`src/verilog/mem_consts.svh`:
```
`ifndef MEM_CONSTS_SVH
`define MEM_CONSTS_SVH

// channel layout
`define MEM_NUM_CHANNELS 4
`define MEM_SEL_WIDTH 2

// word and address sizes
`define MEM_DATA_WIDTH 32
`define MEM_LOCAL_ADDR_WIDTH 8

// per channel request buffering, also the starting credit count
`define MEM_QUEUE_DEPTH 4

// flops between end of zero fill and ready
`define MEM_RELEASE_DEPTH 3

`endif

```
`src/verilog/mem_pkg.sv`:
```
`include "mem_consts.svh"

package mem_pkg;

  typedef logic [`MEM_DATA_WIDTH-1:0] mem_data_t;
  typedef logic [`MEM_LOCAL_ADDR_WIDTH-1:0] mem_local_addr_t;
  typedef logic [`MEM_SEL_WIDTH+`MEM_LOCAL_ADDR_WIDTH-1:0] mem_global_addr_t; // {sel, local}
  typedef logic [`MEM_DATA_WIDTH/8-1:0] mem_strb_t;

  // one word per request
  typedef struct packed {
    logic            write;
    mem_local_addr_t addr;
    mem_data_t       data;
    mem_strb_t       strb;
  } mem_req_s;

  typedef struct packed {
    logic             write;
    mem_global_addr_t addr;
    mem_data_t        data;  // read data, or stored word on a write
  } mem_resp_s;

  // zero fill, then release chain
  typedef enum logic [1:0] {
    s_idle,
    s_fill,
    s_release,
    s_done
  } mem_init_state_e;

endpackage

```
`src/verilog/mem_init_seq.sv`:
```
`timescale 1ns/1ns
`include "mem_consts.svh"

module mem_init_seq (
  input  logic                     clk_i,
  input  logic                     reset_i,
  output logic                     init_we_o,
  output mem_pkg::mem_local_addr_t init_addr_o,
  output logic                     ready_o
);

  mem_pkg::mem_init_state_e state_r;
  mem_pkg::mem_local_addr_t addr_r;
  logic [`MEM_RELEASE_DEPTH-1:0] release_r;
  logic                          fill_done;

  assign fill_done = (state_r == mem_pkg::s_release) || (state_r == mem_pkg::s_done);

  always_ff @(posedge clk_i) begin
    if (reset_i) begin
      state_r <= mem_pkg::s_idle;
      addr_r  <= '0;
    end else begin
      case (state_r)
        mem_pkg::s_idle: state_r <= mem_pkg::s_fill;
        mem_pkg::s_fill: begin
          addr_r <= addr_r + 1'b1;
          if (addr_r == '1)
            state_r <= mem_pkg::s_release;  // last word written
        end
        mem_pkg::s_release: begin
          if (release_r[`MEM_RELEASE_DEPTH-1])
            state_r <= mem_pkg::s_done;
        end
        default: state_r <= mem_pkg::s_done;
      endcase
    end
  end

  // done bit walks the chain, msb is ready
  always_ff @(posedge clk_i) begin
    if (reset_i)
      release_r <= '0;
    else
      release_r <= {release_r[`MEM_RELEASE_DEPTH-2:0], fill_done};
  end

  assign init_we_o   = (state_r == mem_pkg::s_fill);
  assign init_addr_o = addr_r;
  assign ready_o     = release_r[`MEM_RELEASE_DEPTH-1];

endmodule

```
`config.mk`:
```
export PLATFORM = sky130hd
export DESIGN_NAME = mem_init_seq
export DESIGN_NICKNAME = d
export VERILOG_FILES = /design/src/verilog/mem_pkg.sv /design/src/verilog/mem_init_seq.sv
export VERILOG_INCLUDE_DIRS = /design/src /design/src/verilog
export SDC_FILE = /design/constraint.sdc
export NUM_CORES = 1
export LEC_CHECK = 0
export BUFFER_PORTS_ARGS = -buffer_cell sky130_fd_sc_hd__buf_2
export CAP_MARGIN = 20
export CORE_AREA = 4 4 41 43
export CTS_BUF_LIST = sky130_fd_sc_hd__clkbuf_16
export DETAILED_ROUTE_END_ITERATION = 7
export DIE_AREA = 0 0 45 47
export PLACE_DENSITY_LB_ADDON = 0.25
export SLEW_MARGIN = 15
export SYNTH_ARGS = -nofsm -noshare
export SYNTH_HDL_FRONTEND = slang
export SYNTH_SLANG_ARGS = --single-unit
```
`constraint.sdc`:
```
create_clock -name clk_i -period 1.5 [get_ports clk_i]
set_input_delay 0.15 -clock clk_i [delete_from_list [all_inputs] [get_ports clk_i]]
set_output_delay 0.15 -clock clk_i [all_outputs]
set_load 0.005 [all_outputs]
```
==> impl_metrics.ini <==
[cts]
cts_root_buf = clkbuf_16
htreeDepth = 1
cts_setup_buffers = 0
cts_buffers = 3
cts_tree = built
clockBufferDepth = 2
cts_sinks = 13
cts_resized = 0
worst_skew_pair.late_latency_ns = 0.24
clkTransAtPathRegs_ns = 0.04
postCtsHoldBufs = 0

[logic_synthesis]
synth_cell_types = 26
syn_area_per_cell_um2 = 9.831
synth_mux_area_share_pct = 1.818
synth_top_family_by_area = simple AND/OR/NAND/NOR gates
synth_simple_gate_area_share_pct = 29.32
synth_fp_nets = 59
ys_warn_count = 0
seq_area_frac_synth_pct = 47.27
synth_compound_area_share_pct = 14.77
syn_area_um2 = 550.5
synthXorXnorAreaFrac_pct = 3.182
ys_seq_elements = 13
syn_inst = 56
synthAdderAreaFrac_pct = 2.273

[placed_design]
dp_cells = 81
io_buffer_count = 11
place_congestion = 0.6605
dp_worst_setup_slack_ns = 0.2254
dpl.hpwl_um = 728.7

[layout]
final_cell_mix = 13 x dfxtp_1, 11 x buf_2, 7 x nor2_1
layout_commonest_cell = dfxtp_1
drive_above_1_share_pct = 27.14
area_growth_pct = 27.27
antenna_cells = 0
finalNonFillerCells = 85
nFillCells = 126
final_net_count = 74

[critical_path]
crit_fanout = 4
crit_required_ns = 1.63
critPathMaxStageDelay_ns = 0.41
start_kind = flip-flop
crit_chain = ha_1 > and4b_1 > a21oi_1 > a31o_2
worstSetupEndpointType = flip-flop
worst-endpoint-arrival_ns = 1.44
worstSetupPathType = reg2reg
cp_slowest_cell = dfxtp_1

[timing]
hold_viol = 0
tightest_slew_ns = 0.2598
final-setup-viol-count = 0
final_max_slew_viol_count = 0
final.setup.worst_slack_ns = 0.1975
worst_hold_slack_ns = 0.2449
slew_headroom_pct = 82.65
rsz0062_at_grt = false
setup-tns-final_ns = 0
min_period_over_period_pct = 86.84
fmax_mhz = 767.7
period_minus_slack_ns = 1.303
fin_skew_ns = 0.0008672

[power_and_ir_drop]
p_leak_nw = 0.3440
totalPowerFinal_mw = 0.9016
power_density_mw_per_mm2 = 1287
irDropWorstVdd_uv = 881.0

[detailed_routing]
vias = 474
drtIter0Drc = 17
vias_per_cell = 5.576
drtAntennaViolNets = 0
remaining_drc_errors = 0
routedWlPerCell_um = 12.65
finalWirelength_um = 1075
drt_pass1_iterations = 4

[die]
num_io_pins = 12
dieWidth_um = 45
die_area_mm2 = 0.002115
fp.dieH_um = 47
fp-row-count = 13
start_util_pct = 42.31
core_area_mm2 = 0.001301

[run]
max_cap_viol_count = 0

[global_route]
antenna_found_initial = 0
grt-ovfl-total = 0
grt_pass1_vias = 404
grtUsageTotal_pct = 12.63
grt_first_pass_wirelength_um = 1814
grt_max_degree = 16

[status]
status = completed

[worst_hold_path]
min_path_type = in2reg
-- area by class of cell --
| type | instances | area, um2 | area share [%] |
|---|---|---|---|
| repair buffers | 11 | 55.05 | 7.857 |
| clock inverters | 1 | 5.005 | 0.7143 |
| flip-flops and latches | 13 | 260.3 | 37.14 |
| inverters | 1 | 3.754 | 0.5357 |
| clock buffers | 3 | 75.07 | 10.71 |
| well taps | 15 | 18.77 | 2.679 |
| multi-input cells | 41 | 282.8 | 40.36 |
-- worst max-delay path, delay by kind of cell, from the launching register on --
| kind | cells | cell delay [ns] |
|---|---|---|
| adder cells (fa/ha/maj) | 1 | 0.21 |
| AO/OA/AOI/OAI | 2 | 0.31 |
| flip-flops | 1 | 0.41 |
| AND/OR/NAND/NOR | 1 | 0.27 |
-- synth_stat cells (all sizes together) --
cell type	number	area share, %
inv	1	0.68
nor2b	4	4.5
o31a	1	1.6
xnor2	1	1.6
xor2	1	1.6
nand2	1	0.68
or4	2	2.7
clkbuf	1	0.68
and3	1	1.4
nand4b	1	4.3
nand3b	1	1.4
nand3	2	1.8
o31ai	2	2.7
or3	1	1.1
mux2i	1	1.8
ha	1	2.3
dfxtp	13	47
nor3b	1	1.4
nand4	1	1.1
o21ai	1	0.91
nand2b	2	2.3
nor2	7	4.8
a31o	2	3.2
a41o	1	1.8
and4b	1	1.8
a21oi	5	4.5
-- flip-flops by register name, summed over array words and instances, names as in the netlist --
signal,flops
init_addr_o,8
release_r,3
state_r,2
-- kinds of logic (layout without fill, tap and decap cells) --
| family | Yosys count | in the layout |
|---|---|---|
| AO/OA/AOI/OAI | 12 | 12 |
| multiplexers | 1 | 1 |
| buffers and inverters | 2 | 16 |
| flip-flops | 13 | 13 |
| XOR/XNOR | 2 | 2 |
| AND/OR/NAND/NOR | 25 | 25 |
| adder cells (fa/ha/maj) | 1 | 1 |
-- stage by stage --
step / utilization, % / cell area, um2
final: 53.85 / 700.7
after global routing: 53.85 / 700.7
after CTS: 53.85 / 700.7
after detailed placement: 47.69 / 620.6
after global placement: 47.69 / 620.6
after floorplan: - / 550.5
-- path summary, 6_finish.rpt --
kind	slack, ns	depth (start not counted)	to	from
hold reg to reg	0.43	1	release_r[2]$_SDFF_PP0_	release_r[1]$_SDFF_PP0_
hold / removal	0.24	2	init_addr_o[0]$_SDFFE_PP0P_	reset_i
setup reg to reg	0.20	4	init_addr_o[4]$_SDFFE_PP0P_	init_addr_o[1]$_SDFFE_PP0P_
setup / recovery	0.20	4	init_addr_o[4]$_SDFFE_PP0P_	init_addr_o[1]$_SDFFE_PP0P_
-- metal layers --
layer	wire length (um)	GRT usage [%]	vias up	part of all wire (%)
li1	-	-	233	-
met3	88	5.747	4	8.2
met4	34	10.53	0	3.2
met1	511	14.78	217	48
met2	442	17.51	20	41
met5	0	0	-	0
-- where the power goes --
group,leakage [nW],switching [mW],internal [mW]
clock,0.0409,0.145,0.354
sequential,0.105,0.0108,0.354
combinational,0.198,0.0208,0.0171
No activity file was read; power rests on OpenSTA's default activity.
