`src/verilog/mem_consts.svh`:
```
`ifndef MEM_CONSTS_SVH
`define MEM_CONSTS_SVH

// channel layout
`define MEM_NUM_CHANNELS 4
`define MEM_SEL_WIDTH 2

// word and address sizes
`define MEM_DATA_WIDTH 32
`define MEM_LOCAL_ADDR_WIDTH 8

// per channel request buffering, also the starting credit count
`define MEM_QUEUE_DEPTH 4

// flops between end of zero fill and ready
`define MEM_RELEASE_DEPTH 3

`endif

```
`src/verilog/mem_pkg.sv`:
```
`include "mem_consts.svh"

package mem_pkg;

  typedef logic [`MEM_DATA_WIDTH-1:0] mem_data_t;
  typedef logic [`MEM_LOCAL_ADDR_WIDTH-1:0] mem_local_addr_t;
  typedef logic [`MEM_SEL_WIDTH+`MEM_LOCAL_ADDR_WIDTH-1:0] mem_global_addr_t; // {sel, local}
  typedef logic [`MEM_DATA_WIDTH/8-1:0] mem_strb_t;

  // one word per request
  typedef struct packed {
    logic            write;
    mem_local_addr_t addr;
    mem_data_t       data;
    mem_strb_t       strb;
  } mem_req_s;

  typedef struct packed {
    logic             write;
    mem_global_addr_t addr;
    mem_data_t        data;  // read data, or stored word on a write
  } mem_resp_s;

  // zero fill, then release chain
  typedef enum logic [1:0] {
    s_idle,
    s_fill,
    s_release,
    s_done
  } mem_init_state_e;

endpackage

```
`src/verilog/mem_req_queue.sv`:
```
`timescale 1ns/1ns
`include "mem_consts.svh"

module mem_req_queue (
  input  logic              clk_i,
  input  logic              reset_i,
  input  logic              req_valid_i,
  input  mem_pkg::mem_req_s req_i,
  input  logic              pop_i,
  output logic              empty_o,
  output mem_pkg::mem_req_s head_o,
  output logic              credit_o
);

  localparam int ptr_width_lp = $clog2(`MEM_QUEUE_DEPTH);

  mem_pkg::mem_req_s entries_r [`MEM_QUEUE_DEPTH];
  logic [ptr_width_lp-1:0] wr_ptr_r;
  logic [ptr_width_lp-1:0] rd_ptr_r;
  logic [ptr_width_lp:0]   count_r;
  logic                    full;
  logic                    push;
  logic                    pop;
  logic                    credit_r;

  assign full    = (count_r == (ptr_width_lp+1)'(`MEM_QUEUE_DEPTH));
  assign empty_o = (count_r == '0);
  assign push    = req_valid_i & ~full;
  assign pop     = pop_i & ~empty_o;
  assign head_o  = entries_r[rd_ptr_r];

  always_ff @(posedge clk_i) begin
    if (push)
      entries_r[wr_ptr_r] <= req_i;
  end

  // depth is a power of two, pointers wrap on their own
  always_ff @(posedge clk_i) begin
    if (reset_i) begin
      wr_ptr_r <= '0;
      rd_ptr_r <= '0;
      count_r  <= '0;
      credit_r <= 1'b0;
    end else begin
      if (push) wr_ptr_r <= wr_ptr_r + 1'b1;
      if (pop)  rd_ptr_r <= rd_ptr_r + 1'b1;
      case ({push, pop})
        2'b10:   count_r <= count_r + 1'b1;
        2'b01:   count_r <= count_r - 1'b1;
        default: count_r <= count_r;
      endcase
      credit_r <= pop;  // one credit back per entry handed out
    end
  end

  assign credit_o = credit_r;

  // requester sent without a credit
  a_no_overflow: assert property (@(posedge clk_i) disable iff (reset_i)
    req_valid_i |-> !full)
    else $error("request pushed into full queue");

  a_no_underflow: assert property (@(posedge clk_i) disable iff (reset_i)
    pop_i |-> !empty_o)
    else $error("pop from empty queue");

endmodule

```
`config.mk`:
```
export PLATFORM = sky130hd
export DESIGN_NAME = mem_req_queue
export DESIGN_NICKNAME = d
export VERILOG_FILES = /design/src/verilog/mem_pkg.sv /design/src/verilog/mem_req_queue.sv
export VERILOG_INCLUDE_DIRS = /design/src /design/src/verilog
export SDC_FILE = /design/constraint.sdc
export NUM_CORES = 1
export LEC_CHECK = 0
export BUFFER_PORTS_ARGS = -buffer_cell sky130_fd_sc_hd__clkbuf_2
export CELL_PAD_IN_SITES_DETAIL_PLACEMENT = 0
export CELL_PAD_IN_SITES_GLOBAL_PLACEMENT = 1
export CORE_MARGIN = 2
export CORE_UTILIZATION = 45
export CTS_CLUSTER_DIAMETER = 80
export DETAILED_ROUTE_END_ITERATION = 10
export PLACE_DENSITY_LB_ADDON = 0.3
export SLEW_MARGIN = 25
export SYNTH_ARGS = -nofsm -noshare
export SYNTH_HDL_FRONTEND = slang
export SYNTH_SLANG_ARGS = --single-unit
```
`constraint.sdc`:
```
create_clock -name clk_i -period 3 [get_ports clk_i]
set_input_delay 0.15 -clock clk_i [delete_from_list [all_inputs] [get_ports clk_i]]
set_output_delay 0.15 -clock clk_i [all_outputs]
set_load 0.03 [all_outputs]
```
==> out/metrics.cfg <==
[sta]
clock-skew-final_ns = 0.009577
finalHoldViolations = 0
fin_setup_tns_ns = 0
rsz0062_at_grt = no
worstMarginPinSlew_ns = 0.6737
layout_min_cycle_time_ns = 2.330
setup_viol = 0
slew_viol_final = 0
slew_headroom_pct = 55.09
fmax_ghz = 0.4292
fin_crit_sh_pct = 77.66

[clock_network]
root_buffer = clkbuf_16
clock_path_buffers = 2
clock-sinks = 190
cts_tree = built
h-tree-depth = 4
clock_latency_ns = 0.42
ctsHoldBuffers = 45
clk_pin_slew_ns = 0.07
postCtsSetupRepairBufs = 0
post_cts_resized = 0
cts_buffers = 17

[floorplan]
die_y_um = 129.2
core_um2 = 15260
io_pins = 96
die-area_um2 = 16680
initial_core_util_pct = 46.19
placementRows = 45
die_w_um = 129.2

[global_route]
grt_overflow_total = 0
antenna_found_initial = 0
grt_usage_pct = 15.62
grt_pass1_vias = 3485
grt_max_degree = 46
grt_pass1_wl_mm = 18.84

[synthesis]
synth_top_cell_by_area = edfxtp_1
synth_ff_type = edfxtp_1
yosysWarnings = 0
synth_sequential_area_ratio_pct = 79.53
synth.cell_area_um2 = 7048
yosysTopAreaCellShare_pct = 76.69
synth_fp_nets = 344
netlist_instances = 289
avgSynthCellArea_um2 = 24.39
synth_edf_count = 180
synth.distinct_cells = 25
ys_seq_elements = 190
synthArstFlopShare_pct = 0
synthTopCellsByArea = edfxtp_1 77%, mux4_2 14%, dfxtp_1 2.8%

[critical_path]
r2r-start = count_r[1]
cp.required_ns = 2.85
rrSetupSlack_ns = 0.98
worst_setup_path_start_kind = flop
r2r_end = count_r[2]
cp_num_buf_inv = 2
slowest_delay_ns = 0.68
path_cells = buf_12 -> mux4_2 -> clkbuf_2
crit_arrival_ns = 2.18
critPathTopFamily = flip-flops
crit_fanout = 23
critPathCaptureType = primary output
slowest_stage = dfxtp_4
worstSetupPathType = reg2out
ff2ff_path_depth = 9

[power]
power.total_mw = 7.801
power_density_nw_per_um2 = 879.3
leakagePower_nw = 3.051
ir_worst_vdd_uv = 638.4

[placement]
dpl_cell_area_um2 = 7772
io_buffers = 95
place_hpwl_mm = 7.150
finalWeightedCongestion = 0.7303

[detailed_routing]
drc = 0
routed_wirelength_mm = 12.20
vias = 3373
wl_per_cell_um = 18.29
drt_pass1_iterations = 5
ant_nets = 0
drt_iter0_markers = 275
vias_per_cell = 5.057

[cells_and_area]
final_core_util_pct = 58.14
syn_to_final_growth_pct = 25.87
layout-drive-gt1-share_pct = 40.57
diodes = 0
fin_nets = 498
multi_input_area_um2 = 1297
final-seq-area_um2 = 5610
finalInstanceArea_um2 = 8871
n_fill_cell = 1134

[min_path]
min_delay_path_depth = 3
hold_path_end = credit_o
hp-class = in2reg
hp-start = pop_i

[job]
drv_cap = 0

[run_status]
outcome = finished clean

-- metrics by stage --
step,std cells,hold slack (ns),setup WS [ns]
after floorplan,289,0.2489,0.7379
after global placement,590,0.3627,1.059
after detailed placement,590,0.3730,1.006
after CTS,667,0.0005396,0.5751
after global routing,667,0.02424,0.5003
final,667,0.02577,0.6701
-- layout by cell type (no fill, tap or decap), types with 2 or more instances in the layout --
cell and n:
ha_1 5, edfxtp_1 180, clkbuf_16 17, bufinv_16 5, clkbuf_8 2, clkinv_2 3
clkbuf_2 95, nand2b_1 2, a21oi_1 2, clkbuf_1 2, clkinvlp_4 3, nor2_1 9
xor2_1 4, buf_4 2, buf_12 4, and2_2 4, inv_1 7, mux4_2 45
dlygate4sd3_1 45, dfxtp_1 8
-- power breakdown --
part	leakage, nW	internal [mW]	switching [mW]
sequential	1.73	3.21	0.183
clock	0.309	1.52	0.881
combinational	1.01	0.806	1.21
total	3.05	5.53	2.27
-- cells in the mapped netlist, types with 2 or more instances --
| cell type | instances |
|---|---|
| and2_1 | 4 |
| xor2_1 | 4 |
| edfxtp_1 | 180 |
| buf_2 | 4 |
| inv_1 | 7 |
| ha_1 | 5 |
| nor2_1 | 9 |
| a21oi_1 | 2 |
| buf_12 | 4 |
| nand2b_1 | 2 |
| mux4_2 | 45 |
| dfxtp_1 | 10 |
-- flip-flops by register name (all words and copies together), names as in the netlist, named ones only --
signal and flops:
credit_o 1, rd_ptr_r 2, wr_ptr_r 2, count_r 3, entries_r 180
-- worst reg2reg max path, stage by stage (launching register included) --
cell and delay, ns:
dfxtp_1 0.35, inv_1 0.14, a31oi_4 0.14, inv_1 0.09
ha_1 0.19, inv_1 0.06, fa_1 0.37, xor2_1 0.16
or3_1 0.31, a21oi_1 0.14
-- cell families after synthesis --
group / after synthesis / synth area share, %
flops: 190 / 79.53
buf+inv: 19 / 2.130
xor+xnor: 4 / 0.4970
fa+ha+maj: 6 / 1.172
mux: 47 / 14.68
simple gates: 17 / 1.172
compound gates: 6 / 0.8165
-- worst max path at each step --
stage,cells after the start,endpoint,from
after floorplan,3,entries_r[0][0],count_r[0]
after global placement,3,head_o[25],flop
after detailed placement,9,count_r[2],count_r[1]
after CTS,3,head_o[25],flop
after global routing,3,head_o[27],flop
final,3,head_o[23],flop
-- final cells by class --
type / instances / area share (%)
Sequential cell: 190 / 63.24
Multi-Input combinational cell: 80 / 14.63
Timing Repair Buffer: 146 / 11.51
Clock buffer: 21 / 5.190
Tap cell: 211 / 2.976
Clock inverter: 11 / 2.116
Inverter: 8 / 0.3385
-- metal layers --
metal / routed length, um / GRT usage (%) / vias to the layer above
li1: - / - / 1510
met1: 5467 / 20.65 / 1751
met2: 5944 / 24.58 / 97
met3: 578 / 4.459 / 15
met4: 210 / 6.650 / 0
met5: 0 / 0 / -
Power figures use the tool's default switching activity.
